`src/verilog/cpu_ctrl_macros.svh`:
```
`ifndef CPU_CTRL_MACROS_SVH
`define CPU_CTRL_MACROS_SVH

`define CPU_INSTR_W      24 // rom word width
`define CPU_ADDR_W       16 // address bus width
`define CPU_SEQ_W        10 // decade sequencer length
`define CPU_FETCH_LAST   3  // last fetch count
`define CPU_DECODE_FIRST 4
`define CPU_EXEC_FIRST   8
`define CPU_SEQ_LAST     9  // idle count

// instruction word fields
`define CPU_MODE_BIT  23 // 0 register, 1 direct
`define CPU_OP_HI     23
`define CPU_OP_LO     21
`define CPU_TARG_HI   20
`define CPU_TARG_LO   16
`define CPU_LBUS_HI   12
`define CPU_LBUS_LO   9
`define CPU_RBUS_HI   8
`define CPU_RBUS_LO   5
`define CPU_ALUOP_HI  4
`define CPU_ALUOP_LO  0
`define CPU_DIRECT_HI 15
`define CPU_DIRECT_LO 0

`endif

```
`src/verilog/cpu_ctrl_pkg.sv`:
```
package cpu_ctrl_pkg;

    // instruction opcodes from ir[23:21]
    // top bit doubles as the addressing mode, 0 register and 1 direct
    typedef enum logic [2:0] {
        op_dev_eq_alu      = 3'd0, // dev = lbus alu rbus
        op_dev_eq_const8   = 3'd1, // dev = 8-bit constant from rom
        op_devp_eq_const16 = 3'd2, // device pair = 16-bit constant
        op_unused3         = 3'd3, // spare slot in register mode
        op_dev_eq_rom_abs  = 3'd4, // dev = rom[direct]
        op_dev_eq_ram_abs  = 3'd5, // dev = ram[direct]
        op_ram_abs_eq_dev  = 3'd6, // ram[direct] = dev
        op_unused7         = 3'd7  // spare slot in direct mode
    } opcode_e;

    // instruction phases as seen on the top level
    typedef enum logic [1:0] {
        ph_fetch,  // counts 0..3
        ph_decode, // counts 4..7
        ph_exec,   // count 8
        ph_idle    // count 9
    } phase_e;

endpackage : cpu_ctrl_pkg

```
`src/verilog/address_selector.sv`:
```
`timescale 1ns/1ps
`include "cpu_ctrl_macros.svh"

module address_selector (
    input  logic                   clk,
    input  logic                   rst_n,
    input  logic                   mar_load,            // strobe
    input  logic [`CPU_ADDR_W-1:0] mar_in,
    input  logic [`CPU_ADDR_W-1:0] pc,
    input  logic [`CPU_ADDR_W-1:0] direct_addr,         // ir[15:0]
    input  logic                   addrmode_pc_n,
    input  logic                   addrmode_register_n,
    input  logic                   addrmode_direct_n,
    output logic [`CPU_ADDR_W-1:0] addr,
    output logic [`CPU_ADDR_W-1:0] mar
);

    // memory address register, loadable at any edge
    always_ff @(posedge clk) begin
        if (!rst_n) begin
            mar <= '0;
        end else if (mar_load) begin
            mar <= mar_in;
        end
    end

    // the real bus is three tri-state drivers
    // here each source is gated by its own enable and the results or'ed
    assign addr = ({`CPU_ADDR_W{~addrmode_pc_n}}       & pc)   |
                  ({`CPU_ADDR_W{~addrmode_register_n}} & mar)  |
                  ({`CPU_ADDR_W{~addrmode_direct_n}}   & direct_addr);

    // bus is neither floating nor contended
    a_one_driver: assert property (@(posedge clk) disable iff (!rst_n)
        $onehot(~{addrmode_pc_n, addrmode_register_n, addrmode_direct_n}));

endmodule : address_selector

```
`src/verilog/cpu_ctrl_top.sv`:
```
`timescale 1ns/1ps
`include "cpu_ctrl_macros.svh"

module cpu_ctrl_top (
    input  logic                                   clk,
    input  logic                                   rst_n,
    input  logic [`CPU_INSTR_W-1:0]                rom_data,
    input  logic                                   mar_load,
    input  logic [`CPU_ADDR_W-1:0]                 mar_in,
    output logic [`CPU_ADDR_W-1:0]                 addr,     // to rom and ram
    output logic [`CPU_SEQ_W-1:0]                  seq,
    output cpu_ctrl_pkg::phase_e                   phase,
    output cpu_ctrl_pkg::opcode_e                  opcode,
    output logic [`CPU_TARG_HI-`CPU_TARG_LO:0]     target,
    output logic [`CPU_LBUS_HI-`CPU_LBUS_LO:0]     lbus_sel,
    output logic [`CPU_RBUS_HI-`CPU_RBUS_LO:0]     rbus_sel,
    output logic [`CPU_ALUOP_HI-`CPU_ALUOP_LO:0]   alu_op,
    output logic                                   illegal_op,
    output logic [`CPU_ADDR_W-1:0]                 pc
);

    logic                    addr_mode;           // ir mode bit
    logic                    addrmode_pc_n;
    logic                    addrmode_register_n;
    logic                    addrmode_direct_n;
    logic [`CPU_ADDR_W-1:0]  direct_addr;

    phaser phaser0 (
        .clk                 (clk),
        .rst_n               (rst_n),
        .addr_mode           (addr_mode),
        .seq                 (seq),
        .phase               (phase),
        .addrmode_pc_n       (addrmode_pc_n),
        .addrmode_register_n (addrmode_register_n),
        .addrmode_direct_n   (addrmode_direct_n)
    );

    instruction_register ir0 (
        .clk         (clk),
        .rst_n       (rst_n),
        .seq         (seq),
        .rom_data    (rom_data),
        .opcode      (opcode),
        .addr_mode   (addr_mode),
        .target      (target),
        .lbus_sel    (lbus_sel),
        .rbus_sel    (rbus_sel),
        .alu_op      (alu_op),
        .direct_addr (direct_addr),
        .illegal_op  (illegal_op)
    );

    program_counter pc0 (
        .clk   (clk),
        .rst_n (rst_n),
        .seq   (seq),
        .pc    (pc)
    );

    // mar stays internal, only its effect on addr is visible
    address_selector asel0 (
        .clk                 (clk),
        .rst_n               (rst_n),
        .mar_load            (mar_load),
        .mar_in              (mar_in),
        .pc                  (pc),
        .direct_addr         (direct_addr),
        .addrmode_pc_n       (addrmode_pc_n),
        .addrmode_register_n (addrmode_register_n),
        .addrmode_direct_n   (addrmode_direct_n),
        .addr                (addr),
        .mar                 ()
    );

endmodule : cpu_ctrl_top

```
`src/verilog/instruction_register.sv`:
```
`timescale 1ns/1ps
`include "cpu_ctrl_macros.svh"

module instruction_register (
    input  logic                                     clk,
    input  logic                                     rst_n,
    input  logic [`CPU_SEQ_W-1:0]                    seq,
    input  logic [`CPU_INSTR_W-1:0]                  rom_data,
    output cpu_ctrl_pkg::opcode_e                    opcode,
    output logic                                     addr_mode,  // back to phaser
    output logic [`CPU_TARG_HI-`CPU_TARG_LO:0]       target,
    output logic [`CPU_LBUS_HI-`CPU_LBUS_LO:0]       lbus_sel,
    output logic [`CPU_RBUS_HI-`CPU_RBUS_LO:0]       rbus_sel,
    output logic [`CPU_ALUOP_HI-`CPU_ALUOP_LO:0]     alu_op,
    output logic [`CPU_DIRECT_HI-`CPU_DIRECT_LO:0]   direct_addr,
    output logic                                     illegal_op
);

    logic [`CPU_INSTR_W-1:0] ir_q;
    logic                    post_fetch; // counts 4..9

    // whole word is captured at once so the rom address may move afterwards
    always_ff @(posedge clk) begin
        if (!rst_n) begin
            ir_q <= '0; // opcode 0, register mode
        end else if (seq[`CPU_FETCH_LAST]) begin
            ir_q <= rom_data;
        end
    end

    // field slicing
    assign opcode      = cpu_ctrl_pkg::opcode_e'(ir_q[`CPU_OP_HI:`CPU_OP_LO]);
    assign addr_mode   = ir_q[`CPU_MODE_BIT];
    assign target      = ir_q[`CPU_TARG_HI:`CPU_TARG_LO];
    assign lbus_sel    = ir_q[`CPU_LBUS_HI:`CPU_LBUS_LO];
    assign rbus_sel    = ir_q[`CPU_RBUS_HI:`CPU_RBUS_LO];
    assign alu_op      = ir_q[`CPU_ALUOP_HI:`CPU_ALUOP_LO];
    assign direct_addr = ir_q[`CPU_DIRECT_HI:`CPU_DIRECT_LO];

    assign post_fetch = |seq[`CPU_SEQ_LAST:`CPU_DECODE_FIRST];

    // spare opcodes only matter once the new word is in place
    always_comb begin
        illegal_op = 1'b0;
        if (post_fetch) begin
            illegal_op = (opcode == cpu_ctrl_pkg::op_unused3) ||
                         (opcode == cpu_ctrl_pkg::op_unused7);
        end
    end

    // word holds for the whole instruction apart from the load edge
    a_ir_stable: assert property (@(posedge clk) disable iff (!rst_n)
        ($past(rst_n) && !$past(seq[`CPU_FETCH_LAST])) |-> $stable(ir_q));

endmodule : instruction_register

```
`src/verilog/phaser.sv`:
```
`timescale 1ns/1ps
`include "cpu_ctrl_macros.svh"

module phaser (
    input  logic                   clk,
    input  logic                   rst_n,
    input  logic                   addr_mode,           // from ir, 0 register 1 direct
    output logic [`CPU_SEQ_W-1:0]  seq,                 // one-hot count
    output cpu_ctrl_pkg::phase_e   phase,
    output logic                   addrmode_pc_n,       // pc drives the bus
    output logic                   addrmode_register_n, // mar drives the bus
    output logic                   addrmode_direct_n    // ir[15:0] drives the bus
);

    logic fetch_n;  // active low so that reset clearing it means fetch
    logic decode_q;
    logic exec_q;

    // rotating one-hot decade counter
    always_ff @(posedge clk) begin
        if (!rst_n) begin
            seq <= `CPU_SEQ_W'(1); // count 0
        end else begin
            seq <= {seq[`CPU_SEQ_W-2:0], seq[`CPU_SEQ_W-1]};
        end
    end

    // phase flags set and cleared one count early so they line up with seq
    always_ff @(posedge clk) begin
        if (!rst_n) begin
            fetch_n  <= 1'b0;
            decode_q <= 1'b0;
            exec_q   <= 1'b0;
        end else begin
            if (seq[`CPU_SEQ_LAST])
                fetch_n <= 1'b0;                   // wrapping to count 0
            else if (seq[`CPU_DECODE_FIRST-1])
                fetch_n <= 1'b1;                   // fetch ends after count 3

            if (seq[`CPU_FETCH_LAST])
                decode_q <= 1'b1;
            else if (seq[`CPU_EXEC_FIRST-1])
                decode_q <= 1'b0;

            if (seq[`CPU_EXEC_FIRST-1])
                exec_q <= 1'b1;                    // single count execute
            else if (seq[`CPU_EXEC_FIRST])
                exec_q <= 1'b0;
        end
    end

    always_comb begin
        if (!fetch_n)
            phase = cpu_ctrl_pkg::ph_fetch;
        else if (decode_q)
            phase = cpu_ctrl_pkg::ph_decode;
        else if (exec_q)
            phase = cpu_ctrl_pkg::ph_exec;
        else
            phase = cpu_ctrl_pkg::ph_idle; // count 9
    end

    // bus enables, pc during fetch and the ir mode bit otherwise
    assign addrmode_pc_n       = fetch_n;
    assign addrmode_register_n = ~fetch_n | addr_mode;
    assign addrmode_direct_n   = ~fetch_n | ~addr_mode;

    // sequencer never loses or duplicates its token
    a_seq_onehot: assert property (@(posedge clk) disable iff (!rst_n) $onehot(seq));

    // never two drivers on the address bus, and pc owns it exactly on the fetch counts
    a_enable_excl: assert property (@(posedge clk) disable iff (!rst_n)
        $onehot0(~{addrmode_pc_n, addrmode_register_n, addrmode_direct_n}) &&
        (addrmode_pc_n == !(|seq[`CPU_FETCH_LAST:0])));

endmodule : phaser

```
`src/verilog/program_counter.sv`:
```
`timescale 1ns/1ps
`include "cpu_ctrl_macros.svh"

module program_counter (
    input  logic                   clk,
    input  logic                   rst_n,
    input  logic [`CPU_SEQ_W-1:0]  seq,
    output logic [`CPU_ADDR_W-1:0] pc   // fetch address
);

    // one step per instruction on the idle count, wraps at 16 bits
    always_ff @(posedge clk) begin
        if (!rst_n) begin
            pc <= '0;
        end else if (seq[`CPU_SEQ_LAST]) begin
            pc <= pc + `CPU_ADDR_W'(1);
        end
    end

    // rom sees a steady address for all four fetch counts
    a_pc_stable: assert property (@(posedge clk) disable iff (!rst_n)
        (|seq[`CPU_FETCH_LAST:1]) |-> $stable(pc));

endmodule : program_counter
```
`config.mk`:
```
export PLATFORM = sky130hd
export DESIGN_NAME = cpu_ctrl_top
export DESIGN_NICKNAME = d
export VERILOG_FILES = /design/src/verilog/cpu_ctrl_pkg.sv /design/src/verilog/address_selector.sv /design/src/verilog/cpu_ctrl_top.sv /design/src/verilog/instruction_register.sv /design/src/verilog/phaser.sv /design/src/verilog/program_counter.sv
export VERILOG_INCLUDE_DIRS = /design/src /design/src/verilog
export SDC_FILE = /design/constraint.sdc
export NUM_CORES = 1
export LEC_CHECK = 0
export BUFFER_PORTS_ARGS = -buffer_cell sky130_fd_sc_hd__buf_2
export CAP_MARGIN = 20
export CORE_MARGIN = 4
export CORE_UTILIZATION = 40
export CTS_CLUSTER_DIAMETER = 150
export DETAILED_ROUTE_END_ITERATION = 8
export HOLD_SLACK_MARGIN = 0.02
export PLACE_DENSITY = 0.75
export SLEW_MARGIN = 20
export SYNTH_ARGS = -nofsm -noshare
export SYNTH_HDL_FRONTEND = slang
export SYNTH_SLANG_ARGS = --single-unit
export TNS_END_PERCENT = 20
```
`constraint.sdc`:
```
create_clock -name clk -period 1.6 [get_ports clk]
set_input_delay 0.16 -clock clk [delete_from_list [all_inputs] [get_ports clk]]
set_output_delay 0.16 -clock clk [all_outputs]
set_load 0.005 [all_outputs]
```
==> impl_metrics.ini, run 1 <==
[status]
violations = negative setup slack
outcome = finished with violations

[placement]
placed_cell_area_um2 = 3510
dp_hpwl_um = 5450
port-buffer-count = 108
gp_congestion = 0.843

[cells_and_area]
final_util = 0.515
antennaDiodeCount = 0
final_nets = 457
fin_area_um2 = 3720
fill_cells = 702
drive_gt1_frac = 0.337
area_growth_pct = 26.3

[grt]
antenna_found_initial = 0
grt_max_degree = 35
grt_pass1_vias = 2400
track_usage = 0.168
overflow = 0
grt_pass1_wl_um = 11700

[die]
pin_count = 109
dieArea_um2 = 8800
dieWidth_um = 93.8
num_rows = 31
start_util = 0.408
die-height_um = 93.8
core_um2 = 7210

[sta]
fin_setup_tns_ps = -155
finalHoldViolCount = 0
skew_ps = 8.29
finalWorstSetupSlack_ps = -155
max_slew_margin = 0.658
drv_slew = 0
rsz0062_at_grt = true
tightest_slew_ps = 513
period_needed_ps = 1750
fin_crit_sh = 1.10
setup_viol = 1
max_freq_ghz = 0.570

[yosys]
synth_top_area_frac = 0.469
syn_area_per_cell_um2 = 9.32
synthCells = 316
synth_area_um2 = 2940
ys_seq_area_frac = 0.469
synth_edf_count = 0
synth_top_family_by_area = multiplexers
synth_ff_type = dfxtp_1
muxShareOfSynthArea = 0.207
synth-xor-area-share = 0.0297
synth_top_area_cell = dfxtp_1
synthArstFlopShare = 0
synth_cell_types = 28
synth_warnings = 0
synthSimpleGateAreaFrac = 0.177
syn_nets = 360
synth_compound_area_frac = 0.0399
synthTopCellsByArea = dfxtp_1, mux2i_1, nor2_1
ys_ff_latch = 69
synthAdderAreaFrac = 0.00425

[critical_path]
crit_slowest_cell = or4_4
crit_required_ps = 1440
arrival_ps = 1590
crit_chain = or4_4, o311a_1, buf_2
cp-end-kind = output port
crit_type = flip-flop to output port
crit_family = simple AND/OR/NAND/NOR gates
crit_path_max_incr_delay_ps = 520
cp_num_buf_inv = 1
worstSetupStartpointType = flip-flop
cp_max_fo = 2

[clocking]
cts-root-buf = clkbuf_8
cts.clk_slew.worst_paths_ps = 70
cts_buffers = 9
htree_levels = 3
cts_tree = done
holdBufCountCts = 0
clock_path_buffers = 2
insertion_delay_ps = 330
cts.sinks = 69

[hold_path]
hold_path.class = input port to flip-flop

[routing]
vias = 2426
routedWlPerCell_um = 14.0
ant_nets = 0
wirelength_um = 7250
post-route-drc-count = 0
first_iter_violations = 61
drtPass1Iterations = 4
viasPerCell = 4.69

[run]
max_cap_viol_count = 0

[power]
p_leak_uw = 0.00174
p_per_area_nw_per_um2 = 922
peakVddDrop_v = 0.000477
[synth_stat cells (all sizes together) (2+ instances only)]
library cell	number
nand2b	5
mux2i	61
nor2	74
nand3	4
and2	7
nand4	7
buf	28
and4	4
a21oi	19
xor2	7
inv	4
nand2	8
xnor2	3
dfxtp	69
clkbuf	6
and3	2
[through the flow]
step                cells  power [uW]  setup slack, ps  hold slack [ps]
floorplan             316        1980              204              255
global placement      500        2080              192              395
detailed placement    500        2090              184              403
CTS                   517        3470             -175             47.4
global route          517        3580             -215             59.0
finish                517        3430             -155             59.1
[final timing paths]
| path | end | start | slack (ps) | cells after the start |
|---|---|---|---|---|
| setup reg to reg | pc0.pc[15] | phaser0.seq[9] | 230 | 5 |
| hold reg to reg | phaser0.seq[3] | phaser0.seq[2] | 460 | 1 |
| setup / recovery | illegal_op | phaser0.seq[5] | -150 | 3 |
| hold / removal | asel0.mar[9] | mar_in[9] | 60 | 3 |
[cell families (layout without fill, tap and decap cells)]
| logic type | Yosys count | after routing |
|---|---|---|
| and+or+nand+nor | 115 | 115 |
| AOI/OAI and AO/OA | 22 | 22 |
| DFF | 69 | 69 |
| muxes | 61 | 61 |
| adders and majority gates | 1 | 1 |
| buffers and inverters | 38 | 140 |
| xor gates and xnor gates | 10 | 10 |
[where the power goes]
part | leakage, uW | internal (uW) | switching [uW] | total [uW]
clock | 0.0000923 | 717 | 660 | 1380
combinational | 0.00109 | 131 | 133 | 264
sequential | 0.000562 | 1760 | 25.2 | 1790
[tightest hold or removal path: cells and delay by family]
family	cells	cell delay (ps)
AND/OR/NAND/NOR	1	70
buffers and inverters	1	80
multiplexers	1	50
[registers in the layout, summed over array words and instances, names as in the netlist]
name                   cells
asel0.mar                 16
ir0.ir_q                  24
pc0.pc                    16
phaser0.addrmode_pc_n      1
phaser0.decode_q           1
phaser0.exec_q             1
phaser0.seq               10
[cells in the final DEF, fill, tap and decap left out, drive strengths merged, types with 5 or more instances in the layout]
cell and instances:
and2 7, xor2 7, nand2b 5, buf 120, nor2 74, dfxtp 69, a21oi 19, nand4 7
clkbuf 10, nand2 8, mux2i 61
[cell type report]
class | count | area (um2) | share of cell area
sequential | 69 | 1380 | 0.372
multi-input combinational | 209 | 1360 | 0.366
timing repair buffer | 120 | 643 | 0.173
clock buffer | 10 | 128 | 0.0343
tap | 99 | 124 | 0.0333
clock inverter | 6 | 63.8 | 0.0172
inverter | 4 | 15.0 | 0.00404
[timing repair]
action                                 in CTS  in global routing
setup endpoints to repair                   1                  9
pin swaps                                   1                  0
setup buffers                               1                  0
gates resized for setup                     2                  2
endpoints found under the hold margin       0                  0
[per-layer routing]
| layer | share of wire | GRT usage | wire, um | vias to the layer above |
|---|---|---|---|---|
| met1 | 0.45 | 0.206 | 3250 | 1113 |
| met4 | 0.014 | 0.0602 | 98 | 0 |
| li1 | - | - | - | 1245 |
| met2 | 0.49 | 0.278 | 3520 | 59 |
| met3 | 0.053 | 0.0513 | 382 | 9 |
| met5 | 0 | 0 | 0 | - |
Power figures use the tool's default switching activity.
==> run 2, diff against run 1 <==
Clock period 1.6 ns to 2 ns, I/O delays scaled along.
==> run 2 against run 1 <==
Net effect: global-route usage barely moved; hold slack improved by 37 ps; largest cell class unchanged; critical path depth stayed put; the flow now finishes without violations; cell area is 2.0% lower; worst setup slack better by 370 ps; wire length is 0.81% higher; highest routed layer unchanged; critical endpoint unchanged; non-clock buffer count is 6 lower; cell count decreased by 1.2%.
==> impl_metrics.ini, run 2 (synthesis results as in run 1) <==
[critical_path]
arrival_ps = 1580
cp-end-kind = output port
crit_required_ps = 1800
cp_max_fo = 4
worstSetupStartpointType = flip-flop
crit_type = flip-flop to output port

[grt]
grt_max_degree = 35
grt_pass1_wl_um = 11600
overflow = 0
grt_pass1_vias = 2387
antenna_found_initial = 0
track_usage = 0.168

[power]
peakVddDrop_v = 0.000360
p_leak_uw = 0.00170
total_power_uw = 2630
p_per_area_nw_per_um2 = 723

[routing]
first_iter_violations = 100
routedWlPerCell_um = 14.3
post-route-drc-count = 0
ant_nets = 0
vias = 2463
wirelength_um = 7310
viasPerCell = 4.82
drtPass1Iterations = 4

[cells_and_area]
final_nets = 451
most-common-layout-cells = buf_2, nor2_1, dfxtp_1, mux2i_1, a21oi_1
reg_top3 = ir0.ir_q x24, asel0.mar x16, pc0.pc x16
fin_area_um2 = 3640
area_growth_pct = 23.8
antennaDiodeCount = 0
drive_gt1_frac = 0.320
final_util = 0.505
top_register = ir0.ir_q
largest_reg_flops = 24
final_common_cell = buf_2

[sta]
max_slew_margin = 0.662
hold_ws_ps = 96.3
tightest_slew_ps = 507
max_freq_ghz = 0.561
fin_crit_sh = 0.892
finalHoldViolCount = 0
period_needed_ps = 1780
fin_setup_tns_ps = 0
skew_ps = 5.50
rsz0062_at_grt = false
setup_viol = 0
drv_slew = 0

[clocking]
insertion_delay_ps = 330
cts.sinks = 69
cts_buffers = 9
cts_tree = done
ctsResizeCount = 0
cts.clk_slew.worst_paths_ps = 80
cts-root-buf = clkbuf_8
htree_levels = 3
post_cts_buffers = 0
holdBufCountCts = 0
clock_path_buffers = 2

[status]
outcome = finished, final reports clean

[placement]
dp_hpwl_um = 5430
port-buffer-count = 108
placed_cell_area_um2 = 3470
gp_congestion = 0.791

[run]
max_cap_viol_count = 0

[die]
dieArea_um2 = 8800
pin_count = 109
core_um2 = 7210
start_util = 0.408
num_rows = 31
die-height_um = 93.8
dieWidth_um = 93.8

[hold_path]
hold_path.class = input port to flip-flop
[run 2: changes by cell type in the layout (fill, tap and decap cells not counted), sizes merged]
| cell | before | now |
|---|---|---|
| bufinv | 1 | 0 |
| buf | 120 | 114 |
| clkinv | 4 | 5 |
[run 2: metrics by stage]
step,worst slack [ps],instances
5_1_grt,129,511
3_3_place_gp,560,495
4_1_cts,201,511
2_1_floorplan,564,316
3_5_place_dp,485,495
6_report,216,511
[run 2: cell type report]
cell class                 instances  area (um2)
clock inverter                     6        38.8
clock buffer                      10         138
fill                             715        3570
timing repair buffer             114         598
tap                               99         124
inverter                           4        15.0
sequential                        69        1380
multi-input combinational        209        1350
[run 2: critical path, stage by stage (launching register included)]
cell and delay (ps):
dfxtp_1 330, or4_1 510, o311a_1 290, buf_2 130
[run 2: power by group]
group          internal (uW)  switching (uW)  total [uW]
Sequential              1410            22.4        1430
Clock                    479             518         997
Combinational            102             104         206
Total                   1990             645        2630
[run 2: final timing paths]
path / start / slack [ps] / to / cells after the start
max: phaser0.seq[7] / 220 / illegal_op / 3
min: rom_data[20] / 100 / ir0.ir_q[20] / 3
max reg2reg: phaser0.seq[9] / 610 / pc0.pc[14] / 5
min reg2reg: phaser0.seq[2] / 470 / phaser0.seq[3] / 1
[run 2: per-layer routing]
metal  global-route usage  wire [um]
met4               0.0578         87
met3               0.0345        405
met5                    0          0
met2                0.279       3570
met1                0.216       3250
==> run 3, diff against run 2 <==
==> constraint.sdc (replaced) <==
create_clock -name clk -period 2 [get_ports clk]
set_input_delay 0 -clock clk [delete_from_list [all_inputs] [get_ports clk]]
set_output_delay 0 -clock clk [all_outputs]
set_load 0.005 [all_outputs]
==> run 3 against run 2 <==
Net effect: sequential power about the same; die area unchanged; clock power up 51%; sequential share of layout area down 4.4 points; power up 22%; global-route usage up 1.1 points; cell count up 7.8%; non-clock buffer count up 39; via count up 5.5%; combinational power up 32%; flip-flop and latch count unchanged; maximum frequency down 0.11%; critical endpoint unchanged.
==> impl_metrics.ini, run 3 (synthesis results as in run 1) <==
[grt]
grt_pass1_vias = 2573
overflow = 0
track_usage = 0.179
antenna_found_initial = 0
grt_max_degree = 55
grt_pass1_wl_um = 12400

[die]
start_util = 0.408
die-height_um = 93.8
core_um2 = 7210
dieWidth_um = 93.8
dieArea_um2 = 8800
pin_count = 109
num_rows = 31

[routing]
post-route-drc-count = 0
viasPerCell = 4.72
drtPass1Iterations = 4
ant_nets = 0
vias = 2599
wirelength_um = 7860
first_iter_violations = 120
routedWlPerCell_um = 14.3

[critical_path]
crit_required_ps = 2000
crit_path_max_incr_delay_ps = 570
crit_chain = or4_1, o311a_1, buf_2
arrival_ps = 1790
crit_family = simple AND/OR/NAND/NOR gates
cp_max_fo = 12
crit_type = flip-flop to output port
cp_num_buf_inv = 1
crit_slowest_cell = or4_1
worstSetupStartpointType = flip-flop
cp-end-kind = output port

[sta]
skew_ps = 5.19
drv_slew = 0
finalHoldViolCount = 0
fin_setup_tns_ps = 0
max_slew_margin = 0.630
tightest_slew_ps = 555
setup_viol = 0
rsz0062_at_grt = false
max_freq_ghz = 0.560
period_needed_ps = 1790
fin_crit_sh = 0.893

[power]
share_seq_of_total_power = 0.444
p_leak_uw = 0.00191
p_per_area_nw_per_um2 = 779
p_comb_frac = 0.084
p_sw_uw = 690
p_clk_frac = 0.471
p_sw_frac = 0.215
peakVddDrop_v = 0.000320
p_int_uw = 2520

[cells_and_area]
area_growth_pct = 40.1
largest_reg_flops = 24
final_common_cell = buf_2
seqCellArea_um2 = 1380
reg_top3 = ir0.ir_q x24, asel0.mar x16, pc0.pc x16
top_register = ir0.ir_q
fill_cells = 629
multiInputGateArea_um2 = 1350
final_nets = 490
final_util = 0.572
drive_gt1_frac = 0.288
most-common-layout-cells = buf_2, nor2_1, dfxtp_1, mux2i_1, dlygate4sd3_1

[clocking]
cts_tree = done
ctsResizeCount = 0
cts-root-buf = clkbuf_8
cts.clk_slew.worst_paths_ps = 80
htree_levels = 3
clock_path_buffers = 2
cts.sinks = 69
post_cts_buffers = 0
insertion_delay_ps = 340
cts_buffers = 9

[placement]
dp_hpwl_um = 5130
gp_congestion = 0.836
port-buffer-count = 108

[hold_path]
hold_path.class = input port to flip-flop

[run]
max_cap_viol_count = 0

[status]
outcome = finished, final reports clean
## run 3: changes by cell type in the layout (fill, tap and decap cells not counted)
cell / previous run / this run
dlygate4sd3_1: 0 / 41
bufinv_16: 0 / 4
clkinv_2: 3 / 0
clkinvlp_4: 2 / 0
buf_12: 1 / 0
buf_4: 5 / 4
clkbuf_8: 10 / 9
clkinv_4: 1 / 2
diode_2: 0 / 1
inv_6: 0 / 1
## run 3: final timing paths
check	startpoint	endpoint	slack, ps	cells after the start
setup / recovery	phaser0.seq[9]	illegal_op	210	3
hold / removal	mar_load	asel0.mar[1]	210	3
setup reg to reg	phaser0.seq[9]	pc0.pc[14]	470	4
hold reg to reg	phaser0.seq[2]	phaser0.seq[3]	470	1
## run 3: layout make-up
cell class                 instances  area share
multi-input combinational        209       0.327
clock inverter                     7      0.0355
antenna                            1    0.000607
tap                               99      0.0300
inverter                           4     0.00364
clock buffer                       9      0.0300
timing repair buffer             153       0.238
sequential                        69       0.335
## run 3: power by group through the flow
stage / logic [uW] / clock network, uW / registers, uW
4_1_cts: 271 / 1550 / 1430
6_report: 271 / 1510 / 1430
3_5_place_dp: 209 / 0 / 1460
2_1_floorplan: 126 / 0 / 1460
5_1_grt: 298 / 1620 / 1430
3_3_place_gp: 206 / 0 / 1460
## run 3: metal layers
metal / routed length [um] / part of all wire / up-vias / track usage
met5: 0 / 0 / - / 0
met4: 212 / 0.027 / 0 / 0.0927
met1: 3390 / 0.43 / 1204 / 0.211
li1: - / - / 1308 / -
met3: 356 / 0.045 / 17 / 0.0401
met2: 3900 / 0.50 / 70 / 0.302
## run 3: per-stage QoR
step / std cells / worst slack [ps] / hold slack (ps) / total power [uW] / cell area (um2)
2_1_floorplan: 316 / 764 / 95.0 / 1580 / 2940
4_1_cts: 550 / 185 / 203 / 3250 / 4120
5_1_grt: 550 / 121 / 212 / 3350 / 4120
3_5_place_dp: 493 / 509 / 241 / 1670 / 3440
6_report: 551 / 214 / 214 / 3210 / 4120
3_3_place_gp: 493 / 578 / 234 / 1660 / 3440
## run 3: tightest hold or removal path, cell delays in order
cell and delay (ps):
buf_2 270, mux2i_1 180, nor2_1 70
## run 3: repair_timing
action,CTS,global route
hold endpoints to repair,41,0
setup endpoints to repair,0,0
hold buffers,41,0
